<file path="src/hw/hornerPkg.sv">
package hornerPkg;

	// datapath widths
	localparam int accWidth = 16; // accumulator, x and coefficient
	localparam int prodWidth = 2 * accWidth; // full multiplier output

	// axi4-lite widths
	localparam int axiAddrWidth = 4;
	localparam int axiDataWidth = 32;

	typedef logic [accWidth-1:0] accT;
	typedef logic [prodWidth-1:0] prodT;
	typedef logic [axiAddrWidth-1:0] axiAddrT;
	typedef logic [axiDataWidth-1:0] axiDataT;
	typedef logic [axiDataWidth/8-1:0] axiStrbT;
	typedef logic [1:0] axiRespT;

	// register byte offsets, bits 3:2 select the word
	localparam axiAddrT regOffX = 4'h0;
	localparam axiAddrT regOffCoef = 4'h4;
	localparam axiAddrT regOffCtrl = 4'h8;
	localparam axiAddrT regOffResult = 4'hC;

	localparam axiRespT respOkay = 2'b00;

	localparam int cprSpeed = 1; // 0 linear compressors, 1 tree compressors

	// width of the intermediate carry bus between compressor slices
	// a (3,2) slice has none, keep one zero bit so the port exists
	function automatic int cprCarryW(int depth);
		return (depth > 3) ? depth - 3 : 1;
	endfunction

endpackage
</file>
<file path="src/hw/HornerEvalTop.sv">
module HornerEvalTop
	import hornerPkg::*;
(
	input  logic clk,
	input  logic arstN,
	input  axiAddrT awAddr,
	input  logic awValid,
	output logic awReady,
	input  axiDataT wData,
	input  axiStrbT wStrb,
	input  logic wValid,
	output logic wReady,
	output axiRespT bResp,
	output logic bValid,
	input  logic bReady,
	input  axiAddrT arAddr,
	input  logic arValid,
	output logic arReady,
	output axiDataT rData,
	output axiRespT rResp,
	output logic rValid,
	input  logic rReady
);

	accT x, coef, result;
	logic step, clear; // single-cycle pulses from the register block

	// bus side, x register and push decode
	HornerAxiRegs regs (
		.clk    (clk),
		.arstN  (arstN),
		.awAddr (awAddr),
		.awValid(awValid),
		.awReady(awReady),
		.wData  (wData),
		.wStrb  (wStrb),
		.wValid (wValid),
		.wReady (wReady),
		.bResp  (bResp),
		.bValid (bValid),
		.bReady (bReady),
		.arAddr (arAddr),
		.arValid(arValid),
		.arReady(arReady),
		.rData  (rData),
		.rResp  (rResp),
		.rValid (rValid),
		.rReady (rReady),
		.x      (x),
		.coef   (coef),
		.step   (step),
		.clear  (clear),
		.result (result)
	);

	// carry-save horner datapath
	HornerCsvCore #(
		.speed(cprSpeed)
	) core (
		.clk   (clk),
		.arstN (arstN),
		.x     (x),
		.coef  (coef),
		.step  (step),
		.clear (clear),
		.result(result)
	);

endmodule

</file>
<file path="src/hw/HornerAxiRegs.sv">
module HornerAxiRegs
	import hornerPkg::*;
(
	input  logic clk,
	input  logic arstN,
	// write address
	input  axiAddrT awAddr,
	input  logic awValid,
	output logic awReady,
	// write data
	input  axiDataT wData,
	input  axiStrbT wStrb,
	input  logic wValid,
	output logic wReady,
	// write response
	output axiRespT bResp,
	output logic bValid,
	input  logic bReady,
	// read address
	input  axiAddrT arAddr,
	input  logic arValid,
	output logic arReady,
	// read data
	output axiDataT rData,
	output axiRespT rResp,
	output logic rValid,
	input  logic rReady,
	// core side
	output accT x,
	output accT coef,
	output logic step,
	output logic clear,
	input  accT result
);

	typedef enum logic {wrIdle, wrResp} wrStateT;
	typedef enum logic [1:0] {rdInit, rdIdle, rdResp} rdStateT;

	wrStateT wrState;
	rdStateT rdState;
	logic wrFire; // aw and w taken together
	logic arFire;
	logic [1:0] wrSel, rdSel; // word index from address bits 3:2
	accT laneMask; // strobe expanded to bits

	always_comb begin
		for (int b = 0; b < accWidth / 8; b++) begin
			laneMask[8*b +: 8] = {8{wStrb[b]}};
		end
	end

	// aw and w only accepted as a pair, and never with a response still out
	assign wrFire = awValid & wValid & (wrState == wrIdle);
	assign awReady = wrFire;
	assign wReady = wrFire;
	assign wrSel = awAddr[3:2];

	// masked lanes read as zero
	assign coef = wData[accWidth-1:0] & laneMask;
	assign step = wrFire && (wrSel == regOffCoef[3:2]);
	assign clear = wrFire && (wrSel == regOffCtrl[3:2]) && wData[0];

	always_ff @(posedge clk or negedge arstN) begin
		if (!arstN) begin
			wrState <= wrIdle;
		end else begin
			case (wrState)
				wrIdle: if (wrFire) wrState <= wrResp;
				wrResp: if (bReady) wrState <= wrIdle; // held until taken
				default: wrState <= wrIdle;
			endcase
		end
	end

	assign bValid = (wrState == wrResp);
	assign bResp = respOkay; // every write is OKAY, result writes just dropped

	// x keeps unstrobed lanes, coef already holds the strobed ones
	always_ff @(posedge clk or negedge arstN) begin
		if (!arstN) begin
			x <= '0;
		end else if (wrFire && (wrSel == regOffX[3:2])) begin
			x <= (x & ~laneMask) | coef;
		end
	end

	// one idle cycle after reset before the first read address
	assign arReady = (rdState == rdIdle);
	assign arFire = arValid & arReady;
	assign rdSel = arAddr[3:2];

	always_ff @(posedge clk or negedge arstN) begin
		if (!arstN) begin
			rdState <= rdInit;
		end else begin
			case (rdState)
				rdInit: rdState <= rdIdle;
				rdIdle: if (arValid) rdState <= rdResp;
				rdResp: if (rReady) rdState <= rdIdle;
				default: rdState <= rdIdle;
			endcase
		end
	end

	assign rValid = (rdState == rdResp);
	assign rResp = respOkay;

	// data sampled at acceptance, stays put while rReady is low
	always_ff @(posedge clk) begin
		if (arFire) begin
			case (rdSel)
				regOffX[3:2]: rData <= axiDataT'(x);
				regOffResult[3:2]: rData <= axiDataT'(result);
				default: rData <= '0; // coef and ctrl are write only
			endcase
		end
	end

endmodule

</file>
<file path="src/hw/HornerCsvCore.sv">
module HornerCsvCore
	import hornerPkg::*;
#(
	parameter int speed = 1 // compressor structure
) (
	input  logic clk,
	input  logic arstN,
	input  accT x, // evaluation point
	input  accT coef, // coefficient for this step
	input  logic step, // acc <= acc*x + coef
	input  logic clear, // acc <= 0, wins over step
	output accT result // acc in binary
);

	accT accS; // accumulator sum word
	accT accC; // accumulator carry word
	prodT ps, pc; // acc*x in carry-save form
	accT nextS, nextC;

	// acc*x straight from the carry-save words
	MulCsvUns #(
		.speed(speed)
	) mulAcc (
		.XS(accS),
		.XC(accC),
		.Y (x),
		.PS(ps),
		.PC(pc)
	);

	// low halves only, everything is mod 2^accWidth
	AddMopCsv #(
		.width(accWidth),
		.depth(3),
		.speed(speed)
	) addCoef (
		.A({coef, pc[accWidth-1:0], ps[accWidth-1:0]}),
		.S(nextS),
		.C(nextC)
	);

	always_ff @(posedge clk or negedge arstN) begin
		if (!arstN) begin
			accS <= '0;
			accC <= '0;
		end else if (clear) begin
			accS <= '0;
			accC <= '0;
		end else if (step) begin // one horner step per push
			accS <= nextS;
			accC <= nextC;
		end
	end

	// the only carry-propagate adder, seen only on reads
	assign result = accS + accC;

endmodule

</file>
<file path="src/hw/MulCsvUns.sv">
module MulCsvUns
	import hornerPkg::*;
#(
	parameter int speed = 1 // compressor structure of the adder tree
) (
	input  accT XS, // multiplier, sum word
	input  accT XC, // multiplier, carry word
	input  accT Y, // multiplicand
	output prodT PS, // product, sum word
	output prodT PC // product, carry word
);

	logic [accWidth*prodWidth-1:0] pp; // accWidth rows of prodWidth bits

	// rows of 0, y or 2y per multiplier digit
	AddMulPPGenUns ppGen (
		.XS(XS),
		.XC(XC),
		.Y (Y),
		.PP(pp)
	);

	// reduce all rows to two words, no carry-propagate stage
	// PS+PC = (XS+XC)*Y mod 2^prodWidth
	AddMopCsv #(
		.width(prodWidth),
		.depth(accWidth),
		.speed(speed)
	) rowAdd (
		.A(pp),
		.S(PS),
		.C(PC)
	);

endmodule

</file>
<file path="src/hw/AddMopCsv.sv">
module AddMopCsv
	import hornerPkg::*;
#(
	parameter int width = accWidth, // word width
	parameter int depth = 4, // number of operands
	parameter int speed = 1 // compressor structure
) (
	input  logic [depth*width-1:0] A, // operands, operand k at bits k*width
	output logic [width-1:0] S, // sum word
	output logic [width-1:0] C // carry word, already shifted
);

	localparam int icW = cprCarryW(depth); // carries between neighbouring slices

	logic [depth*width-1:0] aByWeight; // bit i of every operand grouped together
	logic [(width+1)*icW-1:0] ic; // carry chain, one group per slice boundary
	logic [width-1:0] ct; // slice carries before the shift

	always_comb begin
		for (int k = 0; k < depth; k++) begin
			for (int i = 0; i < width; i++) begin
				aByWeight[i*depth+k] = A[k*width+i];
			end
		end
	end

	assign ic[icW-1:0] = '0; // nothing enters below bit 0

	for (genvar i = 0; i < width; i++) begin : gBit
		Cpr #(
			.depth(depth),
			.speed(speed)
		) slice (
			.A (aByWeight[i*depth +: depth]),
			.CI(ic[i*icW +: icW]),
			.S (S[i]),
			.C (ct[i]),
			.CO(ic[(i+1)*icW +: icW]) // top group falls off, modulo 2^width
		);
	end

	// slice carry has the weight of the next bit
	assign C = {ct[width-2:0], 1'b0};

endmodule

</file>
<file path="src/hw/Cpr.sv">
module Cpr
	import hornerPkg::*;
#(
	parameter int depth = 4, // equal-weight input bits
	parameter int speed = 1 // 0 linear chain, 1 tree
) (
	input  logic [depth-1:0] A, // bits of one weight
	input  logic [cprCarryW(depth)-1:0] CI, // intermediate carries from lower slice
	output logic S, // sum, same weight
	output logic C, // carry, next weight
	output logic [cprCarryW(depth)-1:0] CO // intermediate carries to next slice
);

	localparam int nFa = depth - 2; // full adders in this slice
	localparam int qLen = 3 * depth - 5; // inputs + sums + appended carries

	// queue of signals, inputs first, each full adder appends its sum
	logic [qLen-1:0] q;
	logic [nFa-1:0] cot; // full-adder carry outputs

	assign q[depth-1:0] = A;

	// incoming carry i sits right behind sum i
	for (genvar i = 0; i < depth - 3; i++) begin : gAppend
		assign q[depth+2*i+1] = CI[i];
	end

	for (genvar i = 0; i < nFa; i++) begin : gFa
		logic [2:0] fin; // full-adder inputs

		if (speed == 0 && i > 0) begin : gChain
			// next fresh input, carry i-1, previous sum
			assign fin = {q[depth+2*i-2], q[depth+2*i-1], q[i+2]};
		end else begin : gTree
			// oldest three entries of the queue
			assign fin = q[3*i+2 -: 3];
		end

		// full adder
		assign q[depth+2*i] = ^fin;
		assign cot[i] = (fin[0] & fin[1]) | (fin[2] & (fin[0] ^ fin[1]));
	end

	// last sum is the slice sum, last carry leaves as C
	assign S = q[qLen-1];
	assign C = cot[nFa-1];

	if (depth > 3) begin : gCarryOut
		assign CO = cot[depth-4:0];
	end else begin : gNoCarry
		assign CO = CI; // (3,2) slice, zero chain passes straight on
	end

endmodule

</file>
<file path="src/hw/AddMulPPGenUns.sv">
module AddMulPPGenUns
	import hornerPkg::*;
(
	input  accT XS, // multiplier, sum word
	input  accT XC, // multiplier, carry word
	input  accT Y, // binary multiplicand
	output logic [accWidth*prodWidth-1:0] PP // one row of prodWidth bits per multiplier bit
);

	accT m1; // digit is 1
	accT m2; // digit is 2
	logic [accWidth+1:0] yExt; // y with a zero on each side, gives 2y by index shift

	// each bit pair xs+xc is a digit in {0,1,2}
	assign m1 = XS ^ XC;
	assign m2 = XS & XC;

	assign yExt = {1'b0, Y, 1'b0};

	// row i is 0, y or 2y shifted left by i
	always_comb begin
		PP = '0;
		for (int i = 0; i < accWidth; i++) begin
			for (int k = 0; k <= accWidth; k++) begin
				// bit k of y (m1) or bit k-1 of y (m2, the 2y term)
				PP[i*prodWidth+i+k] = (m1[i] & yExt[k+1]) | (m2[i] & yExt[k]);
			end
		end
	end

	// highest row reaches bit 2*accWidth-1, so nothing falls off the row
	// overflow of the row sum above prodWidth is dropped by the adder

endmodule

</file>
<file path="config.mk">
export PLATFORM = sky130hd
export DESIGN_NAME = HornerEvalTop
export DESIGN_NICKNAME = d
export VERILOG_FILES = /design/src/hw/hornerPkg.sv /design/src/hw/HornerEvalTop.sv /design/src/hw/HornerAxiRegs.sv /design/src/hw/HornerCsvCore.sv /design/src/hw/MulCsvUns.sv /design/src/hw/AddMopCsv.sv /design/src/hw/Cpr.sv /design/src/hw/AddMulPPGenUns.sv
export SDC_FILE = /design/constraint.sdc
export NUM_CORES = 1
export LEC_CHECK = 0
export BUFFER_PORTS_ARGS = -buffer_cell sky130_fd_sc_hd__buf_2
export CORE_UTILIZATION = 55
export CTS_BUF_LIST = sky130_fd_sc_hd__clkbuf_8
export DETAILED_ROUTE_END_ITERATION = 10
export GPL_TIMING_DRIVEN = 0
export PLACE_DENSITY_LB_ADDON = 0.05
export SYNTH_ARGS = -nofsm -noshare
export SYNTH_HDL_FRONTEND = slang
export SYNTH_SLANG_ARGS = --single-unit
</file>
<file path="constraint.sdc">
create_clock -name clk -period 5.82 [get_ports clk]
set_input_delay 1.164 -clock clk [delete_from_list [all_inputs] [get_ports clk]]
set_output_delay 1.164 -clock clk [all_outputs]
set_load 0.005 [all_outputs]
</file>
# Word level (Yosys, flattened, before mapping)
# Cells that the tools add are included.
# Widths: inputs -> output; s select.
totals:
  regBits: 83
  elab_cells: 1025
classes:
  n_eq_ne: 7
  n_bitwise: 799
  add_sub_neg: 1
  n_mux: 11
  reduce_logical: 201
ops:
  columns: ["cell", "n"]
  rows:
  - ["$reduce_xor 3->1", 193]
  - ["$and 1x1->1", 490]
  - ["$or 1x1->1", 211]
  - ["$xor 1x1->1", 91]
  - ["$mux 16", 4]
  - ["$and 16x16->16", 2]
  - ["$pmux 16 s2", 1]
  - ["$add 16x16->16", 1]
  - ["$not 16->16", 1]
  - ["$or 16x16->16", 1]
  - ["$xor 16x16->16", 1]
  - ["$and 15x15->15", 1]
  - ["$eq 2x2->1 const B", 3]
  - ["$eq 2x1->1 const B", 2]
  - ["$logic_and 1x1->1", 4]
  - ["$logic_not 2->1", 2]
  - ["$mux 2", 2]
  - ["$pmux 2 s2", 1]
  - ["$mux 1", 2]
  - ["$ne 2x1->1 const B", 1]
  - ["$ne 2x2->1 const B", 1]
  - ["$pmux 1 s2", 1]
  - ["$reduce_and 2->1", 1]
  - ["$reduce_bool 2->1", 1]
  - ["$not 1->1", 1]

# Longest topological paths before layout
# Gate-level depths: netlist of the first run.
depth:
  depth_word: 21
  mapped_depth: 22
  depth_no_buf: 20

# Hierarchy
# Synthesis of the first run repeated with hierarchy kept, for this count alone.
hier_totals:
  hier_cells: 2488
  hier_area_um2: 22741.8
modules_own_cells:
  columns: ["mod", "seq_area_each_um2", "instances", "cells_per_inst", "area_per_inst_um2"]
  rows:
  - ["Cpr at core.mulAcc.rowAdd.gBit[0].slice ...", 0.0, 32, 44, 392.9]
  - ["AddMulPPGenUns", 0.0, 1, 641, 5516.5]
  - ["HornerCsvCore", 800.8, 1, 207, 2080.7]
  - ["HornerAxiRegs", 955.9, 1, 150, 1764.2]
  - ["Cpr at core.addCoef.gBit[0].slice ...", 0.0, 16, 2, 27.5]
  - ["AddMopCsv at core.mulAcc.rowAdd", 0.0, 1, 33, 244.0]
  - ["AddMopCsv at core.addCoef", 0.0, 1, 17, 123.9]

# Worst setup path before layout of the first run
# Ideal clock, no wire load.
synth_timing:
  path_kind: "reg2reg"
  startpoint: "reg core.accC[4]"
  endpoint: "reg core.accS[15]"
  t_required_ns: 5.698
  stages_incl_launch_ff: 21
  setup_time_ns: 0.122
  n_path_buf: 2
  path_slack_ns: 0.485
  arrival_time_ns: 5.213
  cell_sequence: "dfrtp_1 > ha_1 > clkbuf_1 > clkbuf_1 > a22oi_1 > fa_1 > fa_1 > fa_1 > inv_1 > fa_1 > inv_1 > fa_1 > inv_1 > fa_1 > xor2_1 > xnor2_1 > xnor2_1 > xnor2_1 > xnor2_1 > xnor2_1 > o21ai_1"
synth_via:
  elab_chain_cells: 19
  elab_cells_between_ends: 105
  cone_classes: "mux (2); bitwise (84); reduce/logical (19)"
synth_rtl:
  columns: ["item", "line", "text"]
  rows:
  - ["start: declaration", "HornerCsvCore.sv:16", "accT accC;"]
  - ["start signal: assignment", "HornerCsvCore.sv:51", "accC <= nextC;"]
  - ["$xor 16x16->16 or $and 15x15->15 (tied branches)", "AddMulPPGenUns.sv:15, AddMulPPGenUns.sv:16", null]
  - ["$and 1x1->1", "AddMulPPGenUns.sv:26", "PP[i*prodWidth+i+k] = (m1[i] & yExt[k+1]) | (m2[i] & yExt[k]);"]
  - ["$or 1x1->1", "AddMulPPGenUns.sv:26", null]
  - ["$xor 1x1->1", "Cpr.sv:41", "assign cot[i] = (fin[0] & fin[1]) | (fin[2] & (fin[0] ^ fin[1]));"]
  - ["$and 1x1->1", "Cpr.sv:41", null]
  - ["$or 1x1->1", "Cpr.sv:41", null]
  - ["$xor 1x1->1", "Cpr.sv:41", null]
  - ["$and 1x1->1", "Cpr.sv:41", null]
  - ["[... 3 more ...]", null, null]
  - ["$reduce_xor 3->1 or $and 1x1->1 (tied branches)", "Cpr.sv:40, Cpr.sv:41", null]
  - ["$reduce_xor 3->1 (tied with other cells)", "Cpr.sv:40", "assign q[depth+2*i] = ^fin;"]
  - ["$xor 1x1->1 or $or 1x1->1 (tied branches)", "Cpr.sv:41", null]
  - ["$and 1x1->1", "Cpr.sv:41", null]
  - ["$or 1x1->1", "Cpr.sv:41", null]
  - ["$reduce_xor 3->1 (*)", "Cpr.sv:40", null]
  - ["$mux 16 (*)", "HornerCsvCore.sv:49", "end else if (step) begin"]
  - ["$mux 16 (*)", "HornerCsvCore.sv:46", "end else if (clear) begin"]
  - ["end signal: assignment", "HornerCsvCore.sv:50", "accS <= nextS;"]
  - ["end: declaration", "HornerCsvCore.sv:15", "accT accS;"]
# Every way passes the cells marked *; elsewhere a longest branch is shown, timed or not. The select of a mux whose other input is x is not followed.
# A chain may end at the register's enable or synchronous reset.

# Worst setup path in the final report of the first run
layout_timing:
  startpoint: "reg core.accC[7]"
  endpoint: "reg core.accS[15]"
layout_via:
  elab_chain_cells: 20
  elab_cells_between_ends: 136
  cone_classes: "mux (2); bitwise (108); reduce/logical (26)"
layout_rtl:
  columns: ["item", "line"]
  rows:
  - ["$xor 16x16->16 or $and 15x15->15 (tied branches)", "AddMulPPGenUns.sv:15, AddMulPPGenUns.sv:16"]
  - ["$and 1x1->1", "AddMulPPGenUns.sv:26"]
  - ["$or 1x1->1", "AddMulPPGenUns.sv:26"]
  - ["$xor 1x1->1", "Cpr.sv:41"]
  - ["$and 1x1->1", "Cpr.sv:41"]
  - ["$or 1x1->1", "Cpr.sv:41"]
  - ["$xor 1x1->1", "Cpr.sv:41"]
  - ["$and 1x1->1", "Cpr.sv:41"]
  - ["[... 4 more ...]", null]
  - ["$xor 1x1->1", "Cpr.sv:41"]
  - ["$and 1x1->1", "Cpr.sv:41"]
  - ["$or 1x1->1", "Cpr.sv:41"]
  - ["$and 1x1->1", "Cpr.sv:41"]
  - ["$or 1x1->1", "Cpr.sv:41"]
  - ["$reduce_xor 3->1 (*)", "Cpr.sv:40"]
  - ["$mux 16 (*)", "HornerCsvCore.sv:49"]
  - ["$mux 16 (*)", "HornerCsvCore.sv:46"]
# Marks and branches as above.

==> results of run 1 <==
## worst max path at each step
stage / endpoint / cells after the start
CTS: core.accS[15]$_DFFE_PN0P_ / 19
global route: core.accS[15]$_DFFE_PN0P_ / 18
finish: core.accS[15]$_DFFE_PN0P_ / 19
detailed placement: core.accS[15]$_DFFE_PN0P_ / 20
global placement: core.accS[15]$_DFFE_PN0P_ / 20
floorplan: core.accS[15]$_DFFE_PN0P_ / 20
## worst max-delay path, delay by kind of cell, from the launching register on
family / cells / cell delay [ps]
AO/OA/AOI/OAI: 2 / 310
adder cells (fa/ha/maj): 7 / 3240
buffers and inverters: 4 / 580
flip-flops: 1 / 390
XOR/XNOR: 6 / 1020
## kinds of logic after synthesis
| group | Yosys count |
|---|---|
| multiplexers | 18 |
| adder cells (fa/ha/maj) | 157 |
| XOR/XNOR | 36 |
| other | 1 |
| flip-flops | 66 |
| AND/OR/NAND/NOR | 116 |
| AO/OA/AOI/OAI | 193 |
| buffers and inverters | 197 |
## routing by layer
layer | up-vias | routed length (um) | share of wire (%) | global-route usage [%]
met5 | - | 0 | 0 | 0
li1 | 2733 | - | - | -
met2 | 293 | 10380 | 46 | 52.62
met3 | 53 | 2059 | 9.1 | 9.481
met1 | 3036 | 9530 | 42 | 45.53
met4 | 0 | 685 | 3.0 | 13.27
## power by group through the flow
stage / Sequential, mW / Combinational (mW) / Clock, mW
after global placement: 0.683 / 3.81 / 0
final: 0.696 / 3.94 / 0.352
after floorplan: 0.661 / 2.63 / 0
after global routing: 0.708 / 4.44 / 0.372
after CTS: 0.680 / 3.96 / 0.354
after detailed placement: 0.690 / 3.91 / 0
## layout make-up
cell class,instances,area (um2)
Multi-Input combinational cell,540,5248
Tap cell,176,220.2
Inverter,108,405.4
Timing Repair Buffer,47,235.2
Fill cell,1156,5046
Sequential cell,66,1732
Antenna cell,1,2.502
Clock buffer,9,123.9
Buffer,78,395.4
Clock inverter,7,45.04
## placed cells by master (no fill, tap or decap), types with 3 or more instances in the layout
cell	instances
a21oi_1	10
nor2b_1	4
nand3_1	4
conb_1	20
buf_4	22
clkbuf_8	9
mux2_2	17
a22o_1	61
a22oi_1	67
ha_1	62
and2_1	31
o21ai_0	32
fa_1	92
clkbuf_1	39
nand2b_1	3
inv_1	109
ha_2	3
edfxtp_1	16
buf_1	6
xnor2_1	27
a21o_1	4
buf_2	49
clkbuf_2	8
nor2_1	14
nand2_1	54
xor2_1	9
o21a_1	3
dfrtp_1	50
## through the flow
step                cells  setup TNS (ps)
floorplan             803               0
global placement     1026          -260.2
detailed placement   1026          -282.8
CTS                  1038               0
global route         1031               0
finish               1032               0
==> flow_summary.yaml, run 1 <==
synthesis:
  synth_top_family_by_area: "adder cells"
  synthMuxAreaShare_pct: 2.605
  synth_edf_count: 16
  yosysSeqAreaShare_pct: 22.39
  async_flop_share_pct: 75.76
  synth_ff_type: "dfrtp_1"
  ys_warn_count: 0
  ys_types: 46
  synth_top_area_share_pct: 23.82
  synthTopCellsByCount: "inv_1 (108), fa_1 (92), a22oi_1 (67), ha_1 (65), a22o_1 (61)"
  synth_area_leaders: "fa_1 (24%), dfrtp_1 (16%), ha_1 (11%)"
  synth_xor_area_share_pct: 4.078
  ys_seq_elements: 66
  yosysMostFrequentCell: "inv_1"
  yosys.area_share.simple_pct: 7.120
  synth.avg_cell_area_um2: 9.863
  synthCells: 784
  synthAdderAreaFrac_pct: 34.34
  synth_compound_area_share_pct: 18.66
  mappedNetlistArea_um2: 7732
  synth_top_area_cell: "fa_1"
routing:
  firstDrtPassIters: 6
  finalWirelength_mm: 22.65
  drt_iter0_markers: 605
  vias: 6115
  vias_per_cell: 5.925
  ant_nets: 0
  post-route-drc-count: 0
  wl_per_cell_um: 21.95
sta:
  post-route-period-util_pct: 97.41
  clock.fmax_mhz: 176.4
  finalMaxSlewViolations: 0
  fin_crit_ps: 5670
  grt_setup_unrepaired: "false"
  fin_skew_ps: 13.78
  finalHoldViolCount: 0
  setup_slack_ps: 150.5
  slew_headroom_pct: 24.25
  setup_viol: 0
  hold_ws_ps: 499.6
  worst-slew-pin-transition_ps: 1136
global_route:
  grt_max_degree: 51
  track_usage_pct: 34.08
  grt_pass1_wl_mm: 36.01
  grt_overflow: 0
  antenna_found_initial: 1
  first_global_vias: 6467
pwr:
  comb_power_share_pct: 79.0
  swShare_pct: 53.65
  p_int_mw: 2.310
  peakVddDrop_v: 0.0005296
  seq_power_share_pct: 14.0
  powerDensity_nw_per_um2: 592.9
  leakage_nw: 4.063
  p_sw_mw: 2.674
  p_total_mw: 4.984
  clkPwrFrac_pct: 7.1
clock_tree:
  numCtsBuffers: 9
  post_cts_buffers: 0
  cts_max_path_buffers: 2
  clk-insertion-delay-late_ps: 370
  htree_num_levels: 3
  cts_hold_buf: 0
  cts_tree: "yes"
  cts-root-buf: "clkbuf_8"
  clk_pin_slew_worst_paths_ps: 80
  cts.sinks: 66
  cts_resized: 2
setup_path:
  crit_required_ps: 6060
  crit_fanout: 10
  reg2reg_to: "core.accS[15]$_DFFE_PN0P_"
  crit_top_cell: "fa_1"
  path_cells: "ha_1 -> clkbuf_1 -> a22oi_1 -> fa_1 -> fa_1 -> fa_1 -> inv_1 -> fa_1 -> inv_1 -> fa_1 -> inv_1 -> fa_1 -> xor2_1 -> xnor2_1 -> xnor2_1 -> xnor2_1 -> xnor2_1 -> xnor2_1 -> o21ai_1"
  cp.arrival_ps: 5910
  r2r_start: "core.accC[7]$_DFFE_PN0P_"
  regToRegSetupSlack_ps: 150
  worstSetupStartpoint: "core.accC[7]$_DFFE_PN0P_"
  ff2ff_path_depth: 19
  crit_type: "reg2reg"
  slowest_stage: "fa_1"
  crit_path_max_incr_delay_ps: 560
  end_kind: "register"
  critPathLaunchType: "register"
cells_and_area:
  final_util_pct: 62.49
  area_growth_pct: 8.722
  fin_area_um2: 8407
  drive_above_1_share_pct: 14.15
  fin_nets: 1058
hold_path:
  hp-start: "core.accC[11]$_DFFE_PN0P_"
  min_to: "core.accC[11]$_DFFE_PN0P_"
  hold_depth: 2
  min_path_type: "reg2reg"
job:
  max_cap_viol_count: 0
place:
  io_buffers: 47
  dpl_cell_area_um2: 8259
  gp_congestion: 0.9612
  dp_slack_ps: -282.8
  hpwl_mm: 18.05
floorplanning:
  rows: 42
  initial_core_util_pct: 57.48
  die_h_um: 120.6
  die-area_um2: 14540
  fp.dieW_um: 120.6
  core-area_um2: 13450
  ios: 92
status:
  status: "complete, no violations"
Power figures use the tool's default switching activity.
==> run 2, diff against run 1 <==
--- a/config.mk
+++ b/config.mk
@@ -6,6 +6,7 @@
 export NUM_CORES = 1
 export LEC_CHECK = 0
 export BUFFER_PORTS_ARGS = -buffer_cell sky130_fd_sc_hd__buf_2
+export CORE_MARGIN = 2
 export CORE_UTILIZATION = 55
 export CTS_BUF_LIST = sky130_fd_sc_hd__clkbuf_8
 export DETAILED_ROUTE_END_ITERATION = 10
==> flow_summary.yaml, run 2 (synthesis results as in run 1) <==
status:
  status: "complete, no violations"
clock_tree:
  numCtsBuffers: 9
  post_cts_buffers: 0
  htree_num_levels: 3
  cts_max_path_buffers: 2
  cts.sinks: 66
  clk-insertion-delay-late_ps: 380
  cts-root-buf: "clkbuf_8"
  cts_hold_buf: 0
  clk_pin_slew_worst_paths_ps: 80
  cts_tree: "yes"
cells_and_area:
  antennaDiodeCount: 0
  regArea_um2: 1733
  multi_input_area_um2: 5260
  drive_above_1_share_pct: 14.67
  layoutNonFillerInstCount: 1032
  fin_nets: 1055
  fin_area_um2: 8446
  final_common_cell: "inv_1"
  num-fill-cells: 1248
  final_cell_mix: "inv_1 (108), fa_1 (92), a22oi_1 (67)"
  area_growth_pct: 9.223
sta:
  worst-slew-pin-transition_ps: 1137
  post-route-period-util_pct: 96.74
  setup_slack_ps: 189.8
  setup_viol: 0
  finalMaxSlewViolations: 0
  finalHoldViolCount: 0
  fin_crit_ps: 5630
  fin_skew_ps: 21.49
  slew_headroom_pct: 24.18
  setup_tns_ps: 0
  grt_setup_unrepaired: "true"
  clock.fmax_mhz: 177.6
pwr:
  seq_power_share_pct: 14.0
  comb_power_share_pct: 77.9
  swShare_pct: 52.80
  peakVddDrop_v: 0.0005724
  powerDensity_nw_per_um2: 596.8
  leakage_nw: 4.074
  p_int_mw: 2.379
  p_sw_mw: 2.662
  p_total_mw: 5.041
  clkPwrFrac_pct: 8.1
floorplanning:
  ios: 92
  core-area_um2: 13830
  initial_core_util_pct: 55.92
  rows: 43
  die_h_um: 122.6
  die-area_um2: 15020
  fp.dieW_um: 122.6
global_route:
  track_usage_pct: 33.15
  antenna_found_initial: 0
  first_global_vias: 6251
  grt_max_degree: 51
  grt_pass1_wl_mm: 36.09
  grt_overflow: 0
routing:
  vias_per_cell: 5.928
  vias: 6118
  finalWirelength_mm: 22.91
  ant_nets: 0
  wl_per_cell_um: 22.20
  drt_iter0_markers: 648
  firstDrtPassIters: 5
  post-route-drc-count: 0
place:
  dpl_cell_area_um2: 8264
  dp_slack_ps: -259.4
  gp_congestion: 0.9846
  dp_cells: 1030
  io_buffers: 47
  hpwl_mm: 18.01
setup_path:
  crit_path_max_incr_delay_ps: 660
  ff2ff_path_depth: 14
  cp.arrival_ps: 5860
  crit_top_cell: "fa_1"
  path_cells: "clkbuf_1 -> buf_1 -> a22o_1 -> fa_1 -> fa_1 -> inv_1 -> fa_1 -> inv_1 -> ha_1 -> fa_1 -> fa_1 -> inv_1 -> fa_1 -> o21ai_0"
  critPathLaunchType: "register"
  crit_type: "reg2reg"
  slowest_stage: "fa_1"
  crit_fanout: 10
  end_kind: "register"
  crit_required_ps: 6050
hold_path:
  min_path_type: "reg2reg"
  hold_depth: 2
job:
  max_cap_viol_count: 0
run 2: layout make-up:
class | count | share of cell area [%]
plain buffers | 75 | 4.563
clock buffers | 9 | 1.467
clock inverters | 7 | 0.9185
inverters | 108 | 4.800
multi-input cells | 540 | 62.28
flip-flops and latches | 66 | 20.52
well taps | 180 | 2.667
repair buffers | 47 | 2.785
run 2: per-stage QoR:
step / hold WS (ps) / utilization [%]
6_report: 491.1 / 61.08
2_1_floorplan: 453.8 / -
3_5_place_dp: 474.9 / 59.77
3_3_place_gp: 466.2 / 59.77
4_1_cts: 494.9 / 61.12
5_1_grt: 527.2 / 61.08
run 2: power by group through the flow:
stage	Combinational [mW]	Clock, mW	Sequential, mW
floorplan	2.63	0	0.661
global placement	3.85	0	0.684
detailed placement	3.90	0	0.690
CTS	3.95	0.413	0.688
global route	4.46	0.438	0.718
finish	3.92	0.409	0.707
run 2: what timing repair did:
item / CTS / global route
endpoints found under the setup margin: 2 / 2
cloned: 0 / 0
gates resized for setup: 3 / 19
hold endpoints to repair: 0 / 0
run 2: critical path, delay by kind of cell, from the launching register on:
family,cells,cell delay [ps]
AOI/OAI and AO/OA,2,360
adders and majority gates,7,3420
buffers and inverters,5,1360
DFF,1,350
run 2: final timing paths:
path | slack [ps] | end | from
max in group asynchronous | 4060 | async pin | arstN
worst min-delay path | 490 | core.accC[12]$_DFFE_PN0P_ | core.accC[12]$_DFFE_PN0P_
worst max register to register | 190 | core.accS[10]$_DFFE_PN0P_ | register
min in group asynchronous | 990 | regs.bValid$_DFF_PN0_ | arstN
worst min register to register | 490 | core.accC[12]$_DFFE_PN0P_ | core.accC[12]$_DFFE_PN0P_
worst max-delay path | 190 | core.accS[10]$_DFFE_PN0P_ | register
run 2: per-layer routing:
| layer | share of wire, % | vias up | global-route usage, % |
|---|---|---|---|
| li1 | - | 2725 | - |
| met1 | 42 | 3038 | 44.45 |
| met2 | 45 | 304 | 50.24 |
| met3 | 10 | 51 | 11.29 |
| met4 | 3.0 | 0 | 11.64 |
| met5 | 0 | - | 0 |
==> run 3, diff against run 2 <==
--- a/config.mk
+++ b/config.mk
@@ -8,7 +8,6 @@
 export BUFFER_PORTS_ARGS = -buffer_cell sky130_fd_sc_hd__buf_2
 export CORE_MARGIN = 2
 export CORE_UTILIZATION = 55
-export CTS_BUF_LIST = sky130_fd_sc_hd__clkbuf_8
 export DETAILED_ROUTE_END_ITERATION = 10
 export GPL_TIMING_DRIVEN = 0
 export PLACE_DENSITY_LB_ADDON = 0.05
==> flow_summary.yaml, run 3 (synthesis results as in run 1) <==
clock_tree:
  cts_tree: "yes"
  cts-root-buf: "clkbuf_16"
  clk_pin_slew_worst_paths_ps: 60
  numCtsBuffers: 9
  clk-insertion-delay-late_ps: 350
  post_cts_buffers: 0
  cts_hold_buf: 0
  cts_max_path_buffers: 2
  htree_num_levels: 3
  cts.sinks: 66
global_route:
  antenna_found_initial: 0
  grt_max_degree: 51
  grt-busiest-layer: "met2"
  grtUsageMet2_pct: 50.07
  grt_overflow: 0
  use_met3_pct: 11.48
  first_global_vias: 6263
  grt_use_met1_pct: 43.71
  track_usage_pct: 33.02
  grt_pass1_wl_mm: 36.06
sta:
  grt_setup_unrepaired: "false"
  fin_crit_ps: 5647
  fin_skew_ps: 13.04
  worst-slew-pin-transition_ps: 1135
  finalMaxSlewViolations: 0
  post-route-period-util_pct: 97.03
  slew_headroom_pct: 24.34
  setup_viol: 0
  setup_tns_ps: 0
  finalHoldViolCount: 0
  clock.fmax_mhz: 177.1
place:
  gp_congestion: 0.9846
  dpl_cell_area_um2: 8264
  io_buffers: 47
  hpwl_mm: 18.01
  dp_cells: 1030
routing:
  finalWirelength_mm: 22.88
  wl_per_cell_um: 22.15
  drt_iter0_markers: 590
  vias_per_cell: 5.950
  firstDrtPassIters: 5
  ant_nets: 0
  vias: 6146
  post-route-drc-count: 0
cells_and_area:
  layoutNonFillerInstCount: 1033
  final_common_cell: "inv_1"
  drive_above_1_share_pct: 14.55
  final_cell_mix: "inv_1 (108), fa_1 (92), a22oi_1 (67)"
  fin_area_um2: 8548
  final_util_pct: 61.82
  fin_nets: 1055
  area_growth_pct: 10.55
floorplanning:
  fp.dieW_um: 122.6
  die-area_um2: 15020
  core-area_um2: 13830
  ios: 92
  die_h_um: 122.6
  initial_core_util_pct: 55.92
  rows: 43
setup_path:
  crit_type: "reg2reg"
  crit_fanout: 10
  cp.arrival_ps: 5840
  end_kind: "register"
  crit_required_ps: 6020
  critPathLaunchType: "register"
pwr:
  p_total_mw: 5.196
  leakage_nw: 4.117
  powerDensity_nw_per_um2: 607.8
  peakVddDrop_v: 0.0005715
hold_path:
  min_path_type: "reg2reg"
  hp-start: "core.accC[12]$_DFFE_PN0P_"
status:
  status: "complete, no violations"
job:
  max_cap_viol_count: 0
-- run 3: cell types whose count changed in the layout (fill, tap and decap cells not counted), sizes merged --
cell	change
buf	-1
diode	+1
clkbuf	+1
-- run 3: repair_timing --
| item | 4_1_cts | 5_1_grt |
|---|---|---|
| setup endpoints to repair | 2 | 2 |
| gates cloned | 0 | 0 |
| gates resized for setup | 2 | 18 |
| pin swaps | 0 | 0 |
-- run 3: path summary, 6_finish.rpt --
kind,endpoint,slack [ps],cells after the start
min in group asynchronous,core.accC[2]$_DFFE_PN0P_,1040,1
hold reg to reg,core.accC[12]$_DFFE_PN0P_,490,2
setup / recovery,core.accS[10]$_DFFE_PN0P_,170,14
hold / removal,core.accC[12]$_DFFE_PN0P_,490,2
max in group asynchronous,async pin,4020,1
setup reg to reg,core.accS[10]$_DFFE_PN0P_,170,14
-- run 3: power breakdown --
group / total [mW] / leakage [nW] / switching (mW) / internal [mW]
Combinational: 3.92 / 3.16 / 2.34 / 1.58
Sequential: 0.712 / 0.807 / 0.113 / 0.600
Clock: 0.561 / 0.152 / 0.225 / 0.336
Total: 5.20 / 4.12 / 2.68 / 2.51
-- run 3: metrics by stage --
step                      hold WS [ps]  setup WS, ps
after floorplan                  453.8         485.1
after detailed placement         474.9        -259.4
after global routing             521.2         3.932
after global placement           466.2        -233.9
after CTS                        488.8         3.867
final                            487.6         172.7
-- run 3: layer usage --
metal  wire length, um  vias up
met2             10510      299
li1                  -     2732
met4               685        0
met5                 0        -
met1              9330     3060
met3              2361       55
-- run 3: layout make-up --
type / instances / area (um2)
multi-input cells: 540 / 5260
plain buffers: 75 / 384.1
flip-flops and latches: 66 / 1733
clock buffers: 9 / 225.2
clock inverters: 7 / 77.57
fillers: 1235 / 5279
diodes: 1 / 2.502
inverters: 108 / 405.4
repair buffers: 47 / 235.2
well taps: 180 / 225.2
-- run 3: critical path: stages (launching register included) --
cell,delay (ps)
dfrtp_1,330
clkbuf_1,640
buf_1,560
a22o_1,240
fa_1,430
fa_1,500
inv_1,50
fa_1,500
inv_1,40
ha_1,270
fa_1,470
fa_1,660
inv_1,100
fa_1,590
o21ai_0,120
